### config.mk
export PLATFORM = sky130hd
export DESIGN_NAME = boot_overlay
export DESIGN_NICKNAME = d
export VERILOG_FILES = /design/src/hdl/memctl_pkg.sv /design/src/hdl/boot_overlay.sv
export VERILOG_INCLUDE_DIRS = /design/src /design/src/include
export SDC_FILE = /design/constraint.sdc
export NUM_CORES = 2
export LEC_CHECK = 0
export BUFFER_PORTS_ARGS = -buffer_cell sky130_fd_sc_hd__buf_2
export CORE_ASPECT_RATIO = 0.75
export CORE_MARGIN = 4
export CORE_UTILIZATION = 30
export DETAILED_ROUTE_END_ITERATION = 6
export PLACE_DENSITY_LB_ADDON = 0.25
export SKIP_CTS_REPAIR_TIMING = 1
export SLEW_MARGIN = 20
export SYNTH_ARGS = -nofsm -noshare
export SYNTH_HDL_FRONTEND = slang
export SYNTH_SLANG_ARGS = --single-unit
### constraint.sdc
create_clock -name CLK -period 2.75 [get_ports CLK]
set_input_delay 0.1375 -clock CLK [delete_from_list [all_inputs] [get_ports CLK]]
set_output_delay 0.1375 -clock CLK [all_outputs]
set_load 0.05 [all_outputs]
### src/include/memctl_consts.svh
//====================================================================
// address map and sizes of the shared memory controller
// include wherever widths or counts are needed
//====================================================================
`ifndef MEMCTL_CONSTS_SVH
`define MEMCTL_CONSTS_SVH

`define MEMCTL_CLIENTS       4   // cpu, sprite, bg, flash
`define MEMCTL_ADDR_W        16  // 64K words shared space
`define MEMCTL_DATA_W        16  // word width
`define MEMCTL_BANKS         4   // picked by top address bits
`define MEMCTL_BANK_ADDR_W   14  // 16K words per bank
`define MEMCTL_BOOT_ADDR_W   8   // 256-word boot overlay

// bank select sits right above the in-bank address
// boot window is where the upper address bits are all zero

`endif

### src/hdl/memctl_pkg.sv
//====================================================================
// shared types for the memory controller RTL
// modules import it in the body, ports use scoped names
//====================================================================
`default_nettype none

`include "memctl_consts.svh"

package memctl_pkg;

	typedef logic [$clog2(`MEMCTL_CLIENTS)-1:0] client_idx_t; // client number

	localparam client_idx_t CLIENT_CPU    = 2'd0; // reads and writes
	localparam client_idx_t CLIENT_SPRITE = 2'd1; // read only
	localparam client_idx_t CLIENT_BG     = 2'd2; // read only
	localparam client_idx_t CLIENT_FLASH  = 2'd3; // write only

	typedef struct packed {
		logic [`MEMCTL_ADDR_W-1:0] addr;  // word address
		logic [`MEMCTL_DATA_W-1:0] wdata; // ignored on reads
		logic                      wr;    // 1 = write
	} mem_req_t;

	typedef struct packed {
		logic [`MEMCTL_DATA_W-1:0] rdata; // read result
	} mem_rsp_t;

	typedef struct packed {
		logic [`MEMCTL_BANK_ADDR_W-1:0] addr; // address inside bank
		logic [`MEMCTL_DATA_W-1:0]      wdata;
		logic                           we;   // write strobe
	} bank_port_t;

	typedef enum logic [1:0] {
		IDLE,    // nothing granted
		ACCESS,  // ready out, bank access issued
		RESPOND  // read data back
	} arb_state_t;

endpackage

`default_nettype wire

### src/hdl/boot_overlay.sv
//====================================================================
// small writable boot memory over the lowest 256 words, CPU only
// picks boot or bank data in the response cycle
//====================================================================
`default_nettype none
`timescale 1ns/1ns

`include "memctl_consts.svh"

module boot_overlay (
	input  wire logic                    CLK,
	input  wire memctl_pkg::mem_req_t    req,        // granted request
	input  wire logic                    en,         // access cycle
	input  wire logic                    is_cpu,     // grant belongs to cpu
	input  wire logic [`MEMCTL_DATA_W-1:0] bank_rdata, // data from router
	output logic                         boot_hit,   // cpu in boot window
	output logic [`MEMCTL_DATA_W-1:0]    rdata       // to all clients
);

	localparam int BOOT_WORDS = 1 << `MEMCTL_BOOT_ADDR_W; // 256

	logic [`MEMCTL_DATA_W-1:0]      boot_mem [BOOT_WORDS]; // no init contents
	logic [`MEMCTL_DATA_W-1:0]      boot_q;    // registered boot read
	logic                           hit_q;     // hit seen in access cycle
	logic [`MEMCTL_BOOT_ADDR_W-1:0] boot_addr;

	assign boot_addr = req.addr[`MEMCTL_BOOT_ADDR_W-1:0]; // low byte
	// upper address bits all zero and cpu granted
	assign boot_hit = is_cpu &&
		(req.addr[`MEMCTL_ADDR_W-1:`MEMCTL_BOOT_ADDR_W] == '0);

	always_ff @(posedge CLK)
	begin
		if (en && boot_hit && req.wr)
		begin
			boot_mem[boot_addr] <= req.wdata; // bank write is blocked meanwhile
		end
		boot_q <= boot_mem[boot_addr]; // same latency as the banks
		hit_q  <= boot_hit;            // lines up with returning data
	end

	// response cycle select
	assign rdata = hit_q ? boot_q : bank_rdata;

endmodule

`default_nettype wire

==> results.txt <==
- Setup CP Type: flop to flop
* Total length of routed met2 wires: a little over 200000 um
- Max-Slew Margin vs Limit: 20.19%
- In this run the static leakage power is slightly below 0.06 uW.
- Iteration-0 DRC count of the detailed router: 11080
* Antenna Violating Nets Remaining: 0
- Across the routed clock network, the largest skew measured is 0.06295 ns.
- Wire segments on met3 add up to 34840 um in the final route.
- Placed cell count: 14380
- Run status: finished, final reports clean
* Average wire length per cell after detail routing: 30.55 um
- For this configuration, the core starts out at a cell density of 30.17%.
- Endpoint kind of the worst setup timing path: flop
- In the global route stage, overall resource usage came out at 17.00%.
- The critical path goes through mux4_2, a22oi_1, a21oi_1, o41ai_2, buf_4, nand4_1.
- Origin of the worst setup path: boot_mem[59][7]
- After detailed routing, the number of remaining DRC violations is 0.
- Full die area: 0.5298 sq mm
- Worst EP required: 3.54 ns
- The initial antenna violation count was 37.
- Post-detailed-routing wire length: between 400000 and 500000 um
* FMAX: 364.0 MHz
* Final hold viol count: 0
- Clock latency on the worst-skew pair: approximately 0.95 ns
* Slowest-stage cell, CP: sky130_fd_sc_hd__o41ai_2
- CTS built an H-tree with a depth of 5.
* Number of clock buffers inserted by TritonCTS: between 300 and 400
- In this run the power density over the cells is 684.2 mW/mm^2.
* Clk pin slew, worst setup/hold paths: 0.06 ns
- Top routing layer used: met5
- The number of global-route vias before repair was 78080.
- In this run the core area contains 228 standard-cell rows.
- At the end of routability-driven placement, the weighted congestion stood at 0.8391.
- Growth of design area from synthesis to finish: 21.31%
- Cell Area, Placed: 0.1760 sq mm
- Die outline height: 631.3 um
- The final-report max-slew violation count is 0.
- Entering global routing, the biggest net connects 115 pins.
- Clock tree synthesis selected as its root buffer the cell sky130_fd_sc_hd__clkbuf_16.
* Routed met1 length: 210600 um
- TritonCTS built the clock tree.
- Final cycle utilization of the critical path: 99.90%
- The min-delay analysis places its worst path in the category input pin to flop.
* Number of inserted filler cells in the final layout: 46820
* Via-per-instance ratio: just over 5
- IR analysis of the VDD net gives a maximum drop of 0.0004582 V.
* Count of unique library cells instantiated by Yosys: 25
- Via count of the routed design: 78350
- Final net count: 7943
- Setup repair after global routing missed its margin: false
- Area of the multi-input gates: 0.03077 sq mm
- WP data arrival: 3.53 ns
- For the pin with the worst max-slew slack, the measured transition is ~1.2 ns.
- The tree built by TritonCTS fans out to between 4000 and 5000 sinks.
* Number of nets in the synthesized netlist: 6782
* Storage element area: 0.1233 sq mm
- Average cell area after synthesis: 23.09 sq um
- Dpl hpwl: slightly below 300000 um
* Drt pass-1 iters: 6
- Register bit total from synthesis: 4113
* Worst stage delay on the critical path: just over 0.8 ns
* Reg2Reg Launch Point: boot_mem[59][7]
- The finished layout holds roughly 15000 standard cells, fillers aside.
- Of the cells placed in the final design, the portion with a size suffix greater than 1 is 34.32%.
* I/O pin cnt: 69
* Maximum fanout encountered on the critical timing path: 1
* Count of yosys warnings during synthesis: 0
* Global-route wire length before repair: 640400 um
- Summing every instance area after synthesis gives 0.1554 sq mm.
- The floorplan step set the die width to 839.1 um.
- Element type at the critical path start: flop
- Synthesis handed over a netlist of 6730 instances.
- Number of buffers on the longest clock path: 4
- Final Instance Area: about 0.19 sq mm
- Core footprint: 0.5152 sq mm
- For this run the aggregate overflow at the end of global routing stands at 0.
- For the finished layout, the period the worst path requires is 2.747 ns.
- The startpoint identified for the worst hold timing path is req[24].
- Setup violations remaining at the end of the flow were counted as 0.
- Measured on the finished design, the core utilization comes to 36.60%.
- For this run, the register share of the synthesized area comes to 79.36%.
- In this run the tool buffered the top-level ports with 68 buffer cells.
- Max-cap violations in this run came to 0.
-- sequential cells by signal (all words and copies together) (netlist names) --
name and count:
boot_mem 4096, boot_q 16, hit_q 1
-- area by class of cell --
class | count | share of cell area (%)
tap | 6900 | 4.579
clock inverter | 216 | 1.001
clock buffer | 473 | 5.477
multi-input combinational | 2201 | 16.32
inverter | 2 | 0.003982
antenna | 10 | 0.01327
sequential | 4113 | 65.41
timing repair buffer | 1182 | 7.191
-- Yosys cell counts --
| master | number | share of area [%] |
|---|---|---|
| sky130_fd_sc_hd__edfxtp_1 | 4096 | 79 |
| sky130_fd_sc_hd__mux4_2 | 1024 | 15 |
| sky130_fd_sc_hd__a22oi_1 | 512 | 2.5 |
| sky130_fd_sc_hd__nor2_1 | 259 | 0.63 |
| sky130_fd_sc_hd__a21oi_1 | 256 | 0.82 |
| sky130_fd_sc_hd__clkbuf_1 | 248 | 0.60 |
| sky130_fd_sc_hd__buf_2 | 90 | 0.29 |
| sky130_fd_sc_hd__o41ai_1 | 64 | 0.36 |
| sky130_fd_sc_hd__buf_1 | 42 | 0.10 |
| sky130_fd_sc_hd__nand2_1 | 29 | 0.070 |
| sky130_fd_sc_hd__buf_4 | 26 | 0.13 |
| sky130_fd_sc_hd__dfxtp_1 | 17 | 0.22 |
| sky130_fd_sc_hd__nand4_1 | 17 | 0.068 |
| sky130_fd_sc_hd__mux2_2 | 16 | 0.12 |
| sky130_fd_sc_hd__buf_6 | 8 | 0.058 |
| sky130_fd_sc_hd__nor2b_1 | 7 | 0.028 |
| sky130_fd_sc_hd__nor3_1 | 5 | 0.016 |
| sky130_fd_sc_hd__nand3_1 | 4 | 0.013 |
| sky130_fd_sc_hd__and2_1 | 2 | 0.0080 |
| sky130_fd_sc_hd__inv_1 | 2 | 0.0048 |
| sky130_fd_sc_hd__nand2b_1 | 2 | 0.0080 |
| sky130_fd_sc_hd__and2_0 | 1 | 0.0040 |
| sky130_fd_sc_hd__and3_1 | 1 | 0.0040 |
| sky130_fd_sc_hd__nor4_1 | 1 | 0.0040 |
| sky130_fd_sc_hd__or2_2 | 1 | 0.0040 |
-- cell usage in the layout (no fill, tap or decap), types with 3 or more instances in the layout --
cell type	n
sky130_fd_sc_hd__nor2_1	230
sky130_fd_sc_hd__a21oi_1	256
sky130_fd_sc_hd__clkinv_4	6
sky130_fd_sc_hd__clkinv_2	50
sky130_fd_sc_hd__clkbuf_1	71
sky130_fd_sc_hd__nand2_2	17
sky130_fd_sc_hd__bufinv_16	33
sky130_fd_sc_hd__inv_6	7
sky130_fd_sc_hd__nor2_2	28
sky130_fd_sc_hd__o41ai_2	43
sky130_fd_sc_hd__o41ai_1	19
sky130_fd_sc_hd__nand4_1	17
sky130_fd_sc_hd__buf_8	17
sky130_fd_sc_hd__mux2_2	16
sky130_fd_sc_hd__dlygate4sd3_1	21
sky130_fd_sc_hd__clkbuf_16	402
sky130_fd_sc_hd__buf_2	50
sky130_fd_sc_hd__buf_4	724
sky130_fd_sc_hd__nand2_1	12
sky130_fd_sc_hd__a22oi_1	512
sky130_fd_sc_hd__clkinv_1	109
sky130_fd_sc_hd__edfxtp_1	4096
sky130_fd_sc_hd__nor3_1	5
sky130_fd_sc_hd__dfxtp_1	16
sky130_fd_sc_hd__nand3_1	4
sky130_fd_sc_hd__clkinvlp_4	8
sky130_fd_sc_hd__mux4_2	1024
sky130_fd_sc_hd__nor2b_1	3
sky130_fd_sc_hd__diode_2	10
sky130_fd_sc_hd__buf_12	370
-- layer usage --
layer | global-route usage (%) | vias up
met1 | 26.21 | 43220
met4 | 3.232 | 2
met5 | 0 | -
met3 | 2.737 | 498
met2 | 25.53 | 3202
li1 | - | 31430
-- stage by stage --
step / hold WS (ns) / setup WS, ns / total power (uW) / TNS (ns)
after global routing: 0.01152 / 0.002720 / 133200 / 0
after global placement: 0.4669 / -0.9170 / 77330 / -9.954
after floorplan: 0.2364 / 0.006344 / 73200 / 0
after CTS: -0.5500 / -0.2023 / 130300 / -2.551
final: 0.04803 / 0.002821 / 129000 / 0
after detailed placement: 0.4740 / -0.8748 / 77410 / -9.193
-- critical path: cells and delay by family (launching register included) --
family,cells,cell delay (ns)
flip-flops,1,0.37
AND/OR/NAND/NOR,1,0.09
AO/OA/AOI/OAI,3,1.38
buffers and inverters,1,0.28
multiplexers,1,0.48
-- worst paths after layout --
path,cells past startpoint,to,slack (ns)
worst min register to register,5,boot_q[12],1.01
worst max register to register,6,boot_q[7],0.003
worst min-delay path,6,boot_q[14],0.05
worst max-delay path,6,boot_q[7],0.003
-- cell families after synthesis --
family / synth area share [%]
flip-flops: 79.36
AO/OA/AOI/OAI: 3.658
buffers and inverters: 1.179
AND/OR/NAND/NOR: 0.8533
multiplexers: 14.95
-- where the power goes --
group | switching, uW | total [uW] | internal, uW
registers | 118 | 69000 | 68900
clock network | 23300 | 53000 | 29700
logic | 4290 | 6960 | 2670
Power figures use the tool's default switching activity.
