`config.mk`:
```
export PLATFORM = sky130hd
export DESIGN_NAME = arb_fsm
export DESIGN_NICKNAME = d
export VERILOG_FILES = /design/src/hdl/memctl_pkg.sv /design/src/hdl/arb_fsm.sv
export VERILOG_INCLUDE_DIRS = /design/src /design/src/include
export SDC_FILE = /design/constraint.sdc
export NUM_CORES = 1
export LEC_CHECK = 0
export ABC_CLOCK_PERIOD_IN_PS = 1500
export BUFFER_PORTS_ARGS = -buffer_cell sky130_fd_sc_hd__buf_2
export CORE_AREA = 2 2 39 41
export DETAILED_ROUTE_END_ITERATION = 8
export DIE_AREA = 0 0 41 43
export PLACE_DENSITY_LB_ADDON = 0.08
export SKIP_CTS_REPAIR_TIMING = 1
export SLEW_MARGIN = 20
export SYNTH_ARGS = -nofsm -noshare
export SYNTH_HDL_FRONTEND = slang
export SYNTH_SLANG_ARGS = --single-unit
```
`constraint.sdc`:
```
create_clock -name CLK -period 1.5 [get_ports CLK]
set_input_delay 0.15 -clock CLK [delete_from_list [all_inputs] [get_ports CLK]]
set_output_delay 0.15 -clock CLK [all_outputs]
set_load 0.01 [all_outputs]
```
`src/include/memctl_consts.svh`:
```
//====================================================================
// address map and sizes of the shared memory controller
// include wherever widths or counts are needed
//====================================================================
`ifndef MEMCTL_CONSTS_SVH
`define MEMCTL_CONSTS_SVH

`define MEMCTL_CLIENTS       4   // cpu, sprite, bg, flash
`define MEMCTL_ADDR_W        16  // 64K words shared space
`define MEMCTL_DATA_W        16  // word width
`define MEMCTL_BANKS         4   // picked by top address bits
`define MEMCTL_BANK_ADDR_W   14  // 16K words per bank
`define MEMCTL_BOOT_ADDR_W   8   // 256-word boot overlay

// bank select sits right above the in-bank address
// boot window is where the upper address bits are all zero

`endif

```
`src/hdl/memctl_pkg.sv`:
```
//====================================================================
// shared types for the memory controller RTL
// modules import it in the body, ports use scoped names
//====================================================================
`default_nettype none

`include "memctl_consts.svh"

package memctl_pkg;

	typedef logic [$clog2(`MEMCTL_CLIENTS)-1:0] client_idx_t; // client number

	localparam client_idx_t CLIENT_CPU    = 2'd0; // reads and writes
	localparam client_idx_t CLIENT_SPRITE = 2'd1; // read only
	localparam client_idx_t CLIENT_BG     = 2'd2; // read only
	localparam client_idx_t CLIENT_FLASH  = 2'd3; // write only

	typedef struct packed {
		logic [`MEMCTL_ADDR_W-1:0] addr;  // word address
		logic [`MEMCTL_DATA_W-1:0] wdata; // ignored on reads
		logic                      wr;    // 1 = write
	} mem_req_t;

	typedef struct packed {
		logic [`MEMCTL_DATA_W-1:0] rdata; // read result
	} mem_rsp_t;

	typedef struct packed {
		logic [`MEMCTL_BANK_ADDR_W-1:0] addr; // address inside bank
		logic [`MEMCTL_DATA_W-1:0]      wdata;
		logic                           we;   // write strobe
	} bank_port_t;

	typedef enum logic [1:0] {
		IDLE,    // nothing granted
		ACCESS,  // ready out, bank access issued
		RESPOND  // read data back
	} arb_state_t;

endpackage

`default_nettype wire

```
`src/hdl/arb_fsm.sv`:
```
//====================================================================
// arbiter state machine, one access every two cycles under load
// grants the first valid client at or after the priority pointer
//====================================================================
`default_nettype none
`timescale 1ns/1ns

`include "memctl_consts.svh"

module arb_fsm (
	input  wire logic                      CLK,
	input  wire logic                      rst,
	input  wire logic [`MEMCTL_CLIENTS-1:0] req_valid,
	input  wire logic [`MEMCTL_CLIENTS-1:0] req_wr,  // per-client write flag
	input  wire memctl_pkg::client_idx_t   prio,     // from rotator
	output logic [`MEMCTL_CLIENTS-1:0]     req_ready, // one cycle, one client
	output logic [`MEMCTL_CLIENTS-1:0]     rsp_valid, // reads only
	output memctl_pkg::client_idx_t        grant,
	output logic                           grant_valid, // access cycle
	output logic                           access_done  // advances rotator
);

	import memctl_pkg::*;

	arb_state_t  state;
	arb_state_t  state_nxt;
	client_idx_t pick;     // winner for the next grant
	logic        any_req;
	logic        wr_q;     // latched write flag of grant

	// first valid client at or after start, wrapping
	function automatic client_idx_t pick_next(input logic [`MEMCTL_CLIENTS-1:0] valid,
		input client_idx_t start);
		client_idx_t idx;
		client_idx_t sel;
		logic        found;
		sel   = start;
		found = 1'b0;
		for (int i = 0; i < `MEMCTL_CLIENTS; i++)
		begin
			idx = start + client_idx_t'(i); // wraps at 4
			if (!found && valid[idx])
			begin
				sel   = idx;
				found = 1'b1;
			end
		end
		return sel;
	endfunction

	assign any_req = |req_valid;
	assign pick    = pick_next(req_valid, prio);

	always_comb
	begin
		case (state)
			IDLE:    state_nxt = any_req ? ACCESS : IDLE;
			ACCESS:  state_nxt = RESPOND; // accept edge
			RESPOND: state_nxt = any_req ? ACCESS : IDLE; // back to back
			default: state_nxt = IDLE;
		endcase
	end

	always_ff @(posedge CLK)
	begin
		if (rst)
		begin
			state <= IDLE;
			grant <= CLIENT_CPU;
			wr_q  <= 1'b0;
		end
		else
		begin
			state <= state_nxt;
			if ((state != ACCESS) && any_req)
			begin
				grant <= pick;         // held through access and respond
				wr_q  <= req_wr[pick]; // no response for writes
			end
		end
	end

	assign grant_valid = (state == ACCESS); // bank or boot access issued
	assign access_done = (state == ACCESS); // rotator moves on the accept edge

	always_comb
	begin
		req_ready = '0;
		rsp_valid = '0;
		if (state == ACCESS)
		begin
			req_ready[grant] = 1'b1;
		end
		if ((state == RESPOND) && !wr_q)
		begin
			rsp_valid[grant] = 1'b1; // data registered by now
		end
	end

endmodule

`default_nettype wire

```
==> flow_summary.json <==
{
  "pwr_density_cell_mw_per_mm2": 811.7,
  "io_buffer_count": 23,
  "total_number_of_nets_in_the_final_design": 92,
  "startpoint_type": "flip-flop",
  "postSynth.asyncResetShare": 0,
  "max_stage_delay_ps": 320,
  "synth_top_cell_area_share": 0.2623,
  "critical_path.slowest_cell": "sky130_fd_sc_hd__dfxtp_1",
  "internal-power_mw": 0.3073,
  "wl_per_cell_um": 10.09,
  "postSynth.topFlopCell": "sky130_fd_sc_hd__dfxtp_1",
  "report.final.slew_viol_count": 0,
  "core_area_mm2": 0.001384,
  "post_drt_via_cell_ratio": 4.695,
  "power_frac_comb": 0.293,
  "slew_at_the_pin_closest_to_its_max_slew_limit_ps": 297.4,
  "drtAntennaViolNets": 0,
  "clock_power_share": 0.345,
  "status": "completed",
  "cts_made_buffers": 3,
  "pin_count": 24,
  "gp_routability_congestion": 0.7063,
  "final_layout_size_suffix_gt1_frac": 0.4051,
  "setup_viol": 0,
  "drv_cap": 0,
  "drt_first_iter_violations": 3,
  "timing.clock.skew_ps": 4.250,
  "layout_worst_path_cycle_share": 0.8330,
  "vias_in_the_first_global_route": 420,
  "height_of_the_chip_um": 43,
  "reg2regPathDepth": 5,
  "critPathKind": "reg2reg",
  "cp.arrival_ps": 1410,
  "worstHoldPathCells": 2,
  "globalRouteOverflowTotal": 0,
  "start_point_of_the_critical_path": "state[1]$_SDFF_PP0_",
  "grt_setup_unrepaired": "no",
  "starting_density": 0.2758,
  "totalWireLength_um": 959,
  "die_area_mm2": 0.001763,
  "ys_types": 24,
  "cell_types_occupying_the_most_area_after_synthesis": "sky130_fd_sc_hd__dfxtp_1 26%, sky130_fd_sc_hd__nor2_1 13%, sky130_fd_sc_hd__mux2i_1 5.2%, sky130_fd_sc_hd__o41ai_2 4.3%, sky130_fd_sc_hd__nor3_1 3.9%",
  "crit_path_leading_delay_family": "simple AND/OR/NAND/NOR gates",
  "area_of_the_mapped_netlist_um2": 381.6,
  "grt_start_max_net_pins": 8,
  "peakVddDrop_mv": 0.3773,
  "cp_cell_sequence": "nand2b_2 -> o41ai_2 -> nor2_1 -> or2b_1 -> o221ai_2",
  "layout_setup_ws_ps": 250.5,
  "remaining_drc_errors": 0,
  "synth_seq_area_share": 0.2623,
  "power_switching_share": 0.3028,
  "final_standard_cell_utilization_of_the_core": 0.3924,
  "p_total_mw": 0.4408,
  "clkTransAtPathRegs_ps": 40,
  "cts-htree-levels": 1,
  "cts_sinks": 5,
  "post_synth.cell_area_avg_um2": 7.339,
  "timing.reg2reg.setup_slack_ps": 250,
  "clock_latency_late_sink_ps": 240,
  "maxSlewHeadroom": 0.7996,
  "required_ps": 1660,
  "pre_cts_slack_ps": 107.6,
  "cp_num_buf_inv": 0,
  "dominant_cell_by_count_in_the_synthesized_netlist": "sky130_fd_sc_hd__nor2_1",
  "synth_edf_count": 0,
  "power_leakage_nw": 0.2657,
  "layout_min_cycle_time_ps": 1249,
  "timing.critical_path.depth": 5,
  "hpwl_dp_um": 790.5,
  "finalHoldViolCount": 0,
  "yosys.area.top_type": "sky130_fd_sc_hd__dfxtp_1",
  "power.net_switching_mw": 0.1335,
  "holdCritPathClass": "in2reg",
  "fp.dieW_um": 41,
  "worst_r2r_end": "wr_q$_SDFFE_PP0P_",
  "grt_use_total": 0.1307,
  "drt_first_pass_iters": 4,
  "ffs_latches_synth": 5,
  "yosysWarningCount": 0,
  "grt_first_pass_wirelength_um": 1573,
  "n_antenna_cell": 0,
  "critical_path.endpoint_type": "flip-flop",
  "finalSetupTns_ps": 0,
  "syn_inst": 52,
  "via_count": 446,
  "ranking_of_synthesized_cells_by_instance_count": "13 x sky130_fd_sc_hd__nor2_1, 5 x sky130_fd_sc_hd__dfxtp_1, 4 x sky130_fd_sc_hd__nand2_1, 3 x sky130_fd_sc_hd__nor3_1",
  "postSynthNetCount": 64,
  "cts_tree": "done",
  "placement_rows": 14,
  "cts_max_path_buffers": 2,
  "cts-root-buf": "sky130_fd_sc_hd__clkbuf_4",
  "antenna_found_initial": 0,
  "critical_path_peak_fanout": 7,
  "power.share.sequential": 0.362,
  "timing.fmax_ghz": 0.8003,
  "worst_setup_path_endpoint": "wr_q$_SDFFE_PP0P_",
  "worst_reg2reg_startpoint": "state[1]$_SDFF_PP0_",
  "syn2layout_area_growth_pct": 42.30
}
final cells by class:
| type | count | area, um2 |
|---|---|---|
| repair buffers | 24 | 122.6 |
| fillers | 160 | 840.8 |
| inverters | 2 | 7.507 |
| clock buffers | 4 | 26.28 |
| flip-flops and latches | 5 | 100.1 |
| well taps | 16 | 20.02 |
| multi-input cells | 44 | 266.5 |
layout by cell type, fill, tap and decap left out:
master                     count
sky130_fd_sc_hd__buf_2        23
sky130_fd_sc_hd__nor2_1       13
sky130_fd_sc_hd__dfxtp_1       5
sky130_fd_sc_hd__nand2_1       4
sky130_fd_sc_hd__nor3_1        3
sky130_fd_sc_hd__clkbuf_4      3
sky130_fd_sc_hd__inv_1         2
sky130_fd_sc_hd__nand2b_1      2
sky130_fd_sc_hd__nor3b_1       2
sky130_fd_sc_hd__o21ai_0       2
sky130_fd_sc_hd__nor2b_1       2
sky130_fd_sc_hd__mux2i_1       2
sky130_fd_sc_hd__o21a_1        2
sky130_fd_sc_hd__nand2b_2      1
sky130_fd_sc_hd__o21ai_1       1
sky130_fd_sc_hd__nand4b_1      1
sky130_fd_sc_hd__a21oi_1       1
sky130_fd_sc_hd__or4_1         1
sky130_fd_sc_hd__o21ai_2       1
sky130_fd_sc_hd__o41ai_2       1
sky130_fd_sc_hd__or2b_1        1
sky130_fd_sc_hd__nand2_2       1
sky130_fd_sc_hd__nand3b_1      1
sky130_fd_sc_hd__o221ai_2      1
sky130_fd_sc_hd__nor4_1        1
sky130_fd_sc_hd__clkbuf_1      1
sky130_fd_sc_hd__buf_4         1
worst min path at each step:
stage | from | end | slack [ps]
after global routing | rst | grant[0]$_SDFFE_PP0P_ | 140
after global placement | rst | grant[1]$_SDFFE_PP0P_ | 390
final | rst | grant[0]$_SDFFE_PP0P_ | 140
after floorplan | rst | grant[1]$_SDFFE_PP0P_ | 220
after detailed placement | rst | grant[0]$_SDFFE_PP0P_ | 390
after CTS | rst | grant[0]$_SDFFE_PP0P_ | 140
sequential cells by signal (all words and copies together) (netlist names):
name / cells
wr_q: 1
grant: 2
state: 2
worst reg2reg max path, delay by kind of cell (launching register included):
kind,cells,cell delay (ps)
DFF,1,320
and+or+nand+nor,3,600
AOI/OAI and AO/OA,2,250
kinds of logic (layout without fill, tap and decap cells):
kind of cell,Yosys count,after routing,synth area share
simple gates,33,33,0.4492
flops,5,5,0.2623
compound gates,9,9,0.1967
mux,2,2,0.05246
buf+inv,3,30,0.03936
through the flow:
stage	std cells	instance area (um2)	hold WS, ps
6_report	95	543.0	140.5
5_1_grt	95	543.0	140.9
4_1_cts	95	543.0	135.3
3_5_place_dp	91	516.7	390.8
3_3_place_gp	91	516.7	393.0
2_1_floorplan	52	381.6	221.7
power by group through the flow:
stage / Sequential, mW / Combinational [mW] / Clock, mW
6_report: 0.160 / 0.129 / 0.152
3_5_place_dp: 0.161 / 0.131 / 0
3_3_place_gp: 0.162 / 0.131 / 0
4_1_cts: 0.159 / 0.131 / 0.160
5_1_grt: 0.161 / 0.147 / 0.162
2_1_floorplan: 0.160 / 0.0781 / 0
per-layer routing:
layer / vias up / track usage / part of all wire
li1: 235 / - / -
met1: 203 / 0.1581 / 0.45
met2: 8 / 0.2063 / 0.50
met3: 0 / 0.01571 / 0.044
met4: 0 / 0.08000 / 0
met5: - / 0 / 0
Note: power is estimated with default switching activity, not from simulation.
