### config.mk
export PLATFORM = sky130hd
export DESIGN_NAME = bank_router
export DESIGN_NICKNAME = d
export VERILOG_FILES = /design/src/hdl/memctl_pkg.sv /design/src/hdl/bank_router.sv
export VERILOG_INCLUDE_DIRS = /design/src /design/src/include
export SDC_FILE = /design/constraint.sdc
export NUM_CORES = 1
export LEC_CHECK = 0
export ABC_AREA = 1
export BUFFER_PORTS_ARGS = -buffer_cell sky130_fd_sc_hd__buf_2
export CAP_MARGIN = 20
export CORE_AREA = 2 2 93 95
export DETAILED_ROUTE_END_ITERATION = 10
export DIE_AREA = 0 0 95 97
export GPL_ROUTABILITY_DRIVEN = 0
export PLACE_DENSITY = 0.57
export SLEW_MARGIN = 20
export SYNTH_ARGS = -nofsm -noshare
export SYNTH_HDL_FRONTEND = slang
export SYNTH_SLANG_ARGS = --single-unit
### constraint.sdc
create_clock -name CLK -period 1.8 [get_ports CLK]
set_input_delay 0.36 -clock CLK [delete_from_list [all_inputs] [get_ports CLK]]
set_output_delay 0.36 -clock CLK [all_outputs]
set_load 0.005 [all_outputs]
### src/include/memctl_consts.svh
//====================================================================
// address map and sizes of the shared memory controller
// include wherever widths or counts are needed
//====================================================================
`ifndef MEMCTL_CONSTS_SVH
`define MEMCTL_CONSTS_SVH

`define MEMCTL_CLIENTS       4   // cpu, sprite, bg, flash
`define MEMCTL_ADDR_W        16  // 64K words shared space
`define MEMCTL_DATA_W        16  // word width
`define MEMCTL_BANKS         4   // picked by top address bits
`define MEMCTL_BANK_ADDR_W   14  // 16K words per bank
`define MEMCTL_BOOT_ADDR_W   8   // 256-word boot overlay

// bank select sits right above the in-bank address
// boot window is where the upper address bits are all zero

`endif

### src/hdl/memctl_pkg.sv
//====================================================================
// shared types for the memory controller RTL
// modules import it in the body, ports use scoped names
//====================================================================
`default_nettype none

`include "memctl_consts.svh"

package memctl_pkg;

	typedef logic [$clog2(`MEMCTL_CLIENTS)-1:0] client_idx_t; // client number

	localparam client_idx_t CLIENT_CPU    = 2'd0; // reads and writes
	localparam client_idx_t CLIENT_SPRITE = 2'd1; // read only
	localparam client_idx_t CLIENT_BG     = 2'd2; // read only
	localparam client_idx_t CLIENT_FLASH  = 2'd3; // write only

	typedef struct packed {
		logic [`MEMCTL_ADDR_W-1:0] addr;  // word address
		logic [`MEMCTL_DATA_W-1:0] wdata; // ignored on reads
		logic                      wr;    // 1 = write
	} mem_req_t;

	typedef struct packed {
		logic [`MEMCTL_DATA_W-1:0] rdata; // read result
	} mem_rsp_t;

	typedef struct packed {
		logic [`MEMCTL_BANK_ADDR_W-1:0] addr; // address inside bank
		logic [`MEMCTL_DATA_W-1:0]      wdata;
		logic                           we;   // write strobe
	} bank_port_t;

	typedef enum logic [1:0] {
		IDLE,    // nothing granted
		ACCESS,  // ready out, bank access issued
		RESPOND  // read data back
	} arb_state_t;

endpackage

`default_nettype wire

### src/hdl/bank_router.sv
//====================================================================
// steers the granted request onto one of four banks by addr[15:14]
// and brings back that bank's read data a cycle later
//====================================================================
`default_nettype none
`timescale 1ns/1ns

`include "memctl_consts.svh"

module bank_router (
	input  wire logic                   CLK,
	input  wire logic                   rst,
	input  wire memctl_pkg::mem_req_t   req,      // granted request
	input  wire logic                   en,       // access cycle
	input  wire logic                   boot_hit, // cpu boot access
	output memctl_pkg::bank_port_t [`MEMCTL_BANKS-1:0] bank,
	input  wire logic [`MEMCTL_BANKS-1:0][`MEMCTL_DATA_W-1:0] bank_rdata,
	output logic [`MEMCTL_DATA_W-1:0]   rdata     // selected bank data
);

	localparam int SEL_W = $clog2(`MEMCTL_BANKS); // 2 select bits

	logic [SEL_W-1:0] sel;   // bank of current request
	logic [SEL_W-1:0] sel_q; // bank of the access in flight

	assign sel = req.addr[`MEMCTL_ADDR_W-1 -: SEL_W]; // addr[15:14]

	// address and data fan out to all banks, only the strobe is decoded
	always_comb
	begin
		for (int b = 0; b < `MEMCTL_BANKS; b++)
		begin
			bank[b].addr  = req.addr[`MEMCTL_BANK_ADDR_W-1:0];
			bank[b].wdata = req.wdata;
			bank[b].we    = en && req.wr && !boot_hit && (sel == SEL_W'(b));
		end
	end

	always_ff @(posedge CLK)
	begin
		if (rst)
		begin
			sel_q <= '0;
		end
		else if (en)
		begin
			sel_q <= sel; // follows the one-cycle bank latency
		end
	end

	// bank outputs are already registered, just pick one
	assign rdata = bank_rdata[sel_q];

endmodule

`default_nettype wire

==> results of run 1 <==
power groups by stage:
stage	Clock [mW]	Sequential, mW	Combinational [mW]
after global routing	0.187	0.0511	0.328
after global placement	0	0.0508	0.285
after floorplan	0	0.0486	0.380
final	0.174	0.0507	0.283
after detailed placement	0	0.0512	0.286
after CTS	0.181	0.0507	0.288
path summary, 6_finish.rpt:
check	start	end	slack, ns	cells past startpoint
worst max-delay path	sel_q[0]$_SDFFE_PP0P_	rdata[10]	0.22	5
worst min-delay path	rst	sel_q[1]$_SDFFE_PP0P_	0.33	2
worst max register to register	sel_q[1]$_SDFFE_PP0P_	sel_q[1]$_SDFFE_PP0P_	0.87	3
worst min register to register	sel_q[0]$_SDFFE_PP0P_	sel_q[0]$_SDFFE_PP0P_	0.73	3
layer usage:
metal | wire length, µm | vias up | share of wire
li1 | - | 755 | -
met1 | 1600 | 590 | 0.37
met2 | 2070 | 138 | 0.48
met3 | 580 | 12 | 0.13
met4 | 60 | 0 | 0.014
met5 | 0 | - | 0
worst register-to-register path, cell delays in order, from the launching register on:
cell and delay [ns]:
dfxtp_1 0.42, buf_4 0.24, nand2_1 0.07, a21oi_1 0.12
area by class of cell:
cell class / instances / share of cell area
multi-input cells: 128 / 0.367
well taps: 105 / 0.0879
inverters: 69 / 0.175
repair buffers: 93 / 0.316
flip-flops and latches: 2 / 0.0268
clock buffers: 3 / 0.0276
placed cells by master (no fill, tap or decap):
master     n
buf_4      3
clkbuf_8   3
nand3_1   32
inv_2      1
nand2_1   79
a21oi_1    2
inv_1     67
nand2_2   10
inv_4      1
nor2_1     5
buf_2     90
dfxtp_1    2
cells by family (layout without fill, tap and decap cells):
family	count (synthesis)	in the layout
flip-flops	2	2
AND/OR/NAND/NOR	126	126
AO/OA/AOI/OAI	2	2
buffers and inverters	199	165
==> flow_metrics.tcl, run 1 <==
set metrics [dict create \
    startpoint_type "register" \
    yosysSeqAreaShare 0.0217 \
    synth.cell_area_um2 1850 \
    drt_iter0_drc 51 \
    grt_pass1_wl_um 6760 \
    fin_nets 398 \
    fmax_mhz 634 \
    critPathKind "reg2out" \
    combPwrFrac 0.557 \
    ys.flop_type "dfxtp_1" \
    async_flop_share 0 \
    setup_viol 0 \
    p_total_uw 507 \
    outcome "finished, final reports clean" \
    finalClockSkew_ns 0 \
    synthAdderAreaFrac 0 \
    grtUsageTotal 0.0903 \
    yosys.area_share.simple 0.291 \
    area_growth_syn_to_layout_pct -19.1 \
    critical_path_required_ns 1.44 \
    reg_top3 "sel_q (2)" \
    synth-compound-area-share 0.00541 \
    synth_xor_area_frac 0 \
    setup_tns_ns 0 \
    drt-pass1-iter-count 4 \
    vias 1495 \
    yosysWarnings 0 \
    synth_cell_types 13 \
    synth_cells 329 \
    dp.cells 397 \
    fin_util 0.184 \
    vias_per_cell 3.74 \
    use_met3 0.0366 \
    route.detailed.drc 0 \
    h-tree-depth 1 \
    hold_violations 0 \
    clk_pin_slew_ns 0.03 \
    crit_path_cell_trace "buf_4, nand2_1, nand3_1, nand2_1, buf_2" \
    power_leakage_nw 1.07 \
    post_synth_mux_area_share 0 \
    cap_viol_max_count 0 \
    grt_max_degree 33 \
    cp_max_fo 21 \
    switching_share 0.356 \
    num_antenna_cells 0 \
    hold_ws_ns 0.331 \
    cts_tree "done" \
    vdd_drop_max_mv 0.426 \
    end_kind "primary output" \
    place_hpwl_um 3700 \
    maxSlewHeadroom 0.758 \
    use_met1 0.0957 \
    finalCritPeriodShare 0.876 \
    hp-class "in2reg" \
    wire_per_inst_um 10.8 \
    synth.most_common_cell "buf_4" \
    seqCellArea_um2 40.0 \
    seq_power_share 0.100 \
    crit_arrival_ns 1.22 \
    nFillCells 972 \
    netlist_top_cells_count "buf_4 (123), nand2_1 (79), inv_1 (67)" \
    final_cells 400 \
    min_period_ns 1.58 \
    largest_register "sel_q" \
    synth_top_family_by_area "buffers and inverters" \
    netSwitchingPower_uw 181 \
    postPlaceCellArea_um2 1450 \
    clock_path_buffers 2 \
    path_delay_family "buffers and inverters" \
    synth-seq-cells 2 \
    cts_setup_buffers 0 \
    internal-power_uw 327 \
    io_buffers 90 \
    slew_viol_final 0 \
    fin_area_um2 1500 \
    max_stage_delay_ns 0.38 \
    initial_core_util 0.227 \
    final_antenna_net_count 0 \
    synth_area_leaders "buf_4 (50%), nand2_1 (16%), inv_1 (14%)" \
    hold_buffers 0 \
    placementRows 33 \
    coreArea_um2 8130 \
    tightest_slew_ns 0.363 \
    io_pins 241 \
    yosysTopAreaCell "buf_4" \
    met2_usage 0.164 \
    die_h_um 97 \
    synth.avg_cell_area_um2 5.62 \
    power_frac_clock 0.343 \
    post-place-ws_ns 0.424 \
    drive_gt1_frac 0.366 \
    grt_pass1_vias 1459 \
    rsz0062_at_grt "false" \
    busiest_layer "met2" \
    die_area_um2 9220 \
    cts.repair.resized 0 \
    yosys.area.top_type_share 0.499 \
    cp_slowest_cell "dfxtp_1" \
    critPathMostFrequentCell "nand2_1" \
    cts_root_buf "clkbuf_8" \
    crit_buf_inv 2 \
    largest_register_ffs 2 \
    multi_input_area_um2 548 \
    synth_nets 430 \
    p_per_area_nw_per_um2 339 \
    grt_overflow 0 \
    insertion_delay_ns 0.21 \
    fin_ws_ns 0.223 \
    fp.dieW_um 95 \
    cts_buffers 3 \
    wirelength_um 4310 \
    cts.sinks 2 \
    antenna_found_initial 0 \
    synth_edf_count 0 \
]
(Power assumes the default switching activity.)
==> run 2: changes to the inputs <==
--- a/config.mk
+++ b/config.mk
@@ -9,11 +9,13 @@
 export ABC_AREA = 1
 export BUFFER_PORTS_ARGS = -buffer_cell sky130_fd_sc_hd__buf_2
 export CAP_MARGIN = 20
-export CORE_AREA = 2 2 93 95
+export CELL_PAD_IN_SITES_DETAIL_PLACEMENT = 1
+export CELL_PAD_IN_SITES_GLOBAL_PLACEMENT = 1
+export CORE_MARGIN = 2
+export CORE_UTILIZATION = 20
 export DETAILED_ROUTE_END_ITERATION = 10
-export DIE_AREA = 0 0 95 97
 export GPL_ROUTABILITY_DRIVEN = 0
-export PLACE_DENSITY = 0.57
+export PLACE_DENSITY = 0.85
 export SLEW_MARGIN = 20
 export SYNTH_ARGS = -nofsm -noshare
 export SYNTH_HDL_FRONTEND = slang
==> flow_metrics.tcl, run 2 (synthesis gave the netlist of run 1 again) <==
set metrics [dict create \
    largest_register "sel_q" \
    num_antenna_cells 0 \
    final_cell_mix "buf_2 (90), nand2_1 (79), inv_1 (67)" \
    route.detailed.drc 0 \
    place_hpwl_um 3960 \
    io_buffers 90 \
    startpoint_type "register" \
    final_common_cell "buf_2" \
    p_per_area_nw_per_um2 348 \
    vdd_drop_max_mv 0.264 \
    grt_max_degree 34 \
    fmax_mhz 590 \
    h-tree-depth 1 \
    cp_max_fo 16 \
    setup_viol 0 \
    nFillCells 1225 \
    antenna_found_initial 0 \
    tightest_slew_ns 0.397 \
    largest_register_ffs 2 \
    setup_tns_ns 0 \
    cp-startpoint "sel_q[1]$_SDFFE_PP0P_" \
    drt_iter0_drc 45 \
    clk_pin_slew_ns 0.03 \
    min_period_ns 1.70 \
    multi_input_area_um2 548 \
    wirelength_um 4820 \
    critPathKind "reg2out" \
    vias 1543 \
    cts_tree "done" \
    cap_viol_max_count 0 \
    reg_top3 "sel_q (2)" \
    crit_arrival_ns 1.34 \
    seqCellArea_um2 40.0 \
    grt_pass1_vias 1704 \
    grtUsageTotal 0.0955 \
    worst_r2r_startpoint "sel_q[0]$_SDFFE_PP0P_" \
    fin_nets 397 \
    cts.sinks 2 \
    grt_overflow 0 \
    die_area_um2 10000 \
    slew_viol_final 0 \
    critical_path_required_ns 1.44 \
    min-delay-start "rst" \
    drive_gt1_frac 0.364 \
    die_h_um 100 \
    clock_path_buffers 2 \
    initial_core_util 0.203 \
    vias_per_cell 3.81 \
    placementRows 35 \
    insertion_delay_ns 0.21 \
    cts_root_buf "clkbuf_8" \
    cts_buffers 3 \
    rsz0062_at_grt "false" \
    p_total_uw 522 \
    end_kind "primary output" \
    outcome "finished, final reports clean" \
    hold_violations 0 \
    coreArea_um2 9110 \
    wire_per_inst_um 11.9 \
    finalCritPeriodShare 0.942 \
    power_leakage_nw 1.06 \
    maxSlewHeadroom 0.735 \
    fp.dieW_um 100 \
    area_growth_syn_to_layout_pct -18.9 \
    hp-class "in2reg" \
    io_pins 241 \
    grt_pass1_wl_um 7830 \
    drt-pass1-iter-count 4 \
    finalClockSkew_ns 0 \
    final_antenna_net_count 0 \
]
-- run 2: changes by cell type in the layout (fill, tap and decap cells not counted), sizes merged --
cell / previous run / this run
buf: 93 / 92
-- run 2: repair_timing --
item / 4_1_cts / 5_1_grt
buffers inserted: 0 / 0
resized for setup: 0 / 1
setup endpoints to repair: 0 / 6
hold buffers: 0 / 0
endpoints found under the hold margin: 0 / 0
-- run 2: area by class of cell --
class,count,share of cell area
clock buffer,3,0.0275
inverter,69,0.174
multi-input combinational,128,0.366
sequential,2,0.0267
timing repair buffer,92,0.313
tap,111,0.0927
-- run 2: metrics by stage --
step	util	instance area (µm²)	cells	setup slack, ns	hold slack, ns
after floorplan	-	1850	329	0.668	0.429
after global routing	0.165	1500	405	0.00991	0.337
final	0.165	1500	405	0.104	0.340
after detailed placement	0.160	1450	402	0.282	0.544
after global placement	0.160	1450	402	0.339	0.537
after CTS	0.164	1500	405	0.0516	0.334
-- run 2: power breakdown --
group / internal, mW / switching (mW)
clock network: 0.141 / 0.0355
registers: 0.0472 / 0.00497
logic: 0.138 / 0.155
total: 0.327 / 0.196
-- run 2: final timing paths --
kind	cells past startpoint	slack [ns]	end
hold / removal	2	0.34	sel_q[1]$_SDFFE_PP0P_
setup reg to reg	3	0.82	sel_q[0]$_SDFFE_PP0P_
hold reg to reg	2	0.64	sel_q[1]$_SDFFE_PP0P_
setup / recovery	4	0.10	rdata[10]
-- run 2: metal layers --
metal  up-vias  global-route usage  wire length [µm]
met5         -                   0                 0
met4         0              0.0400               129
met3        20              0.0216               511
met2       104               0.181              2490
met1       664               0.100              1690
li1        755                   -                 -
-- run 2: worst max-delay path: stages, from the launching register on --
cell and delay, ns:
dfxtp_1 0.53, inv_2 0.25, nand3_1 0.17, nand2_1 0.06
buf_2 0.12
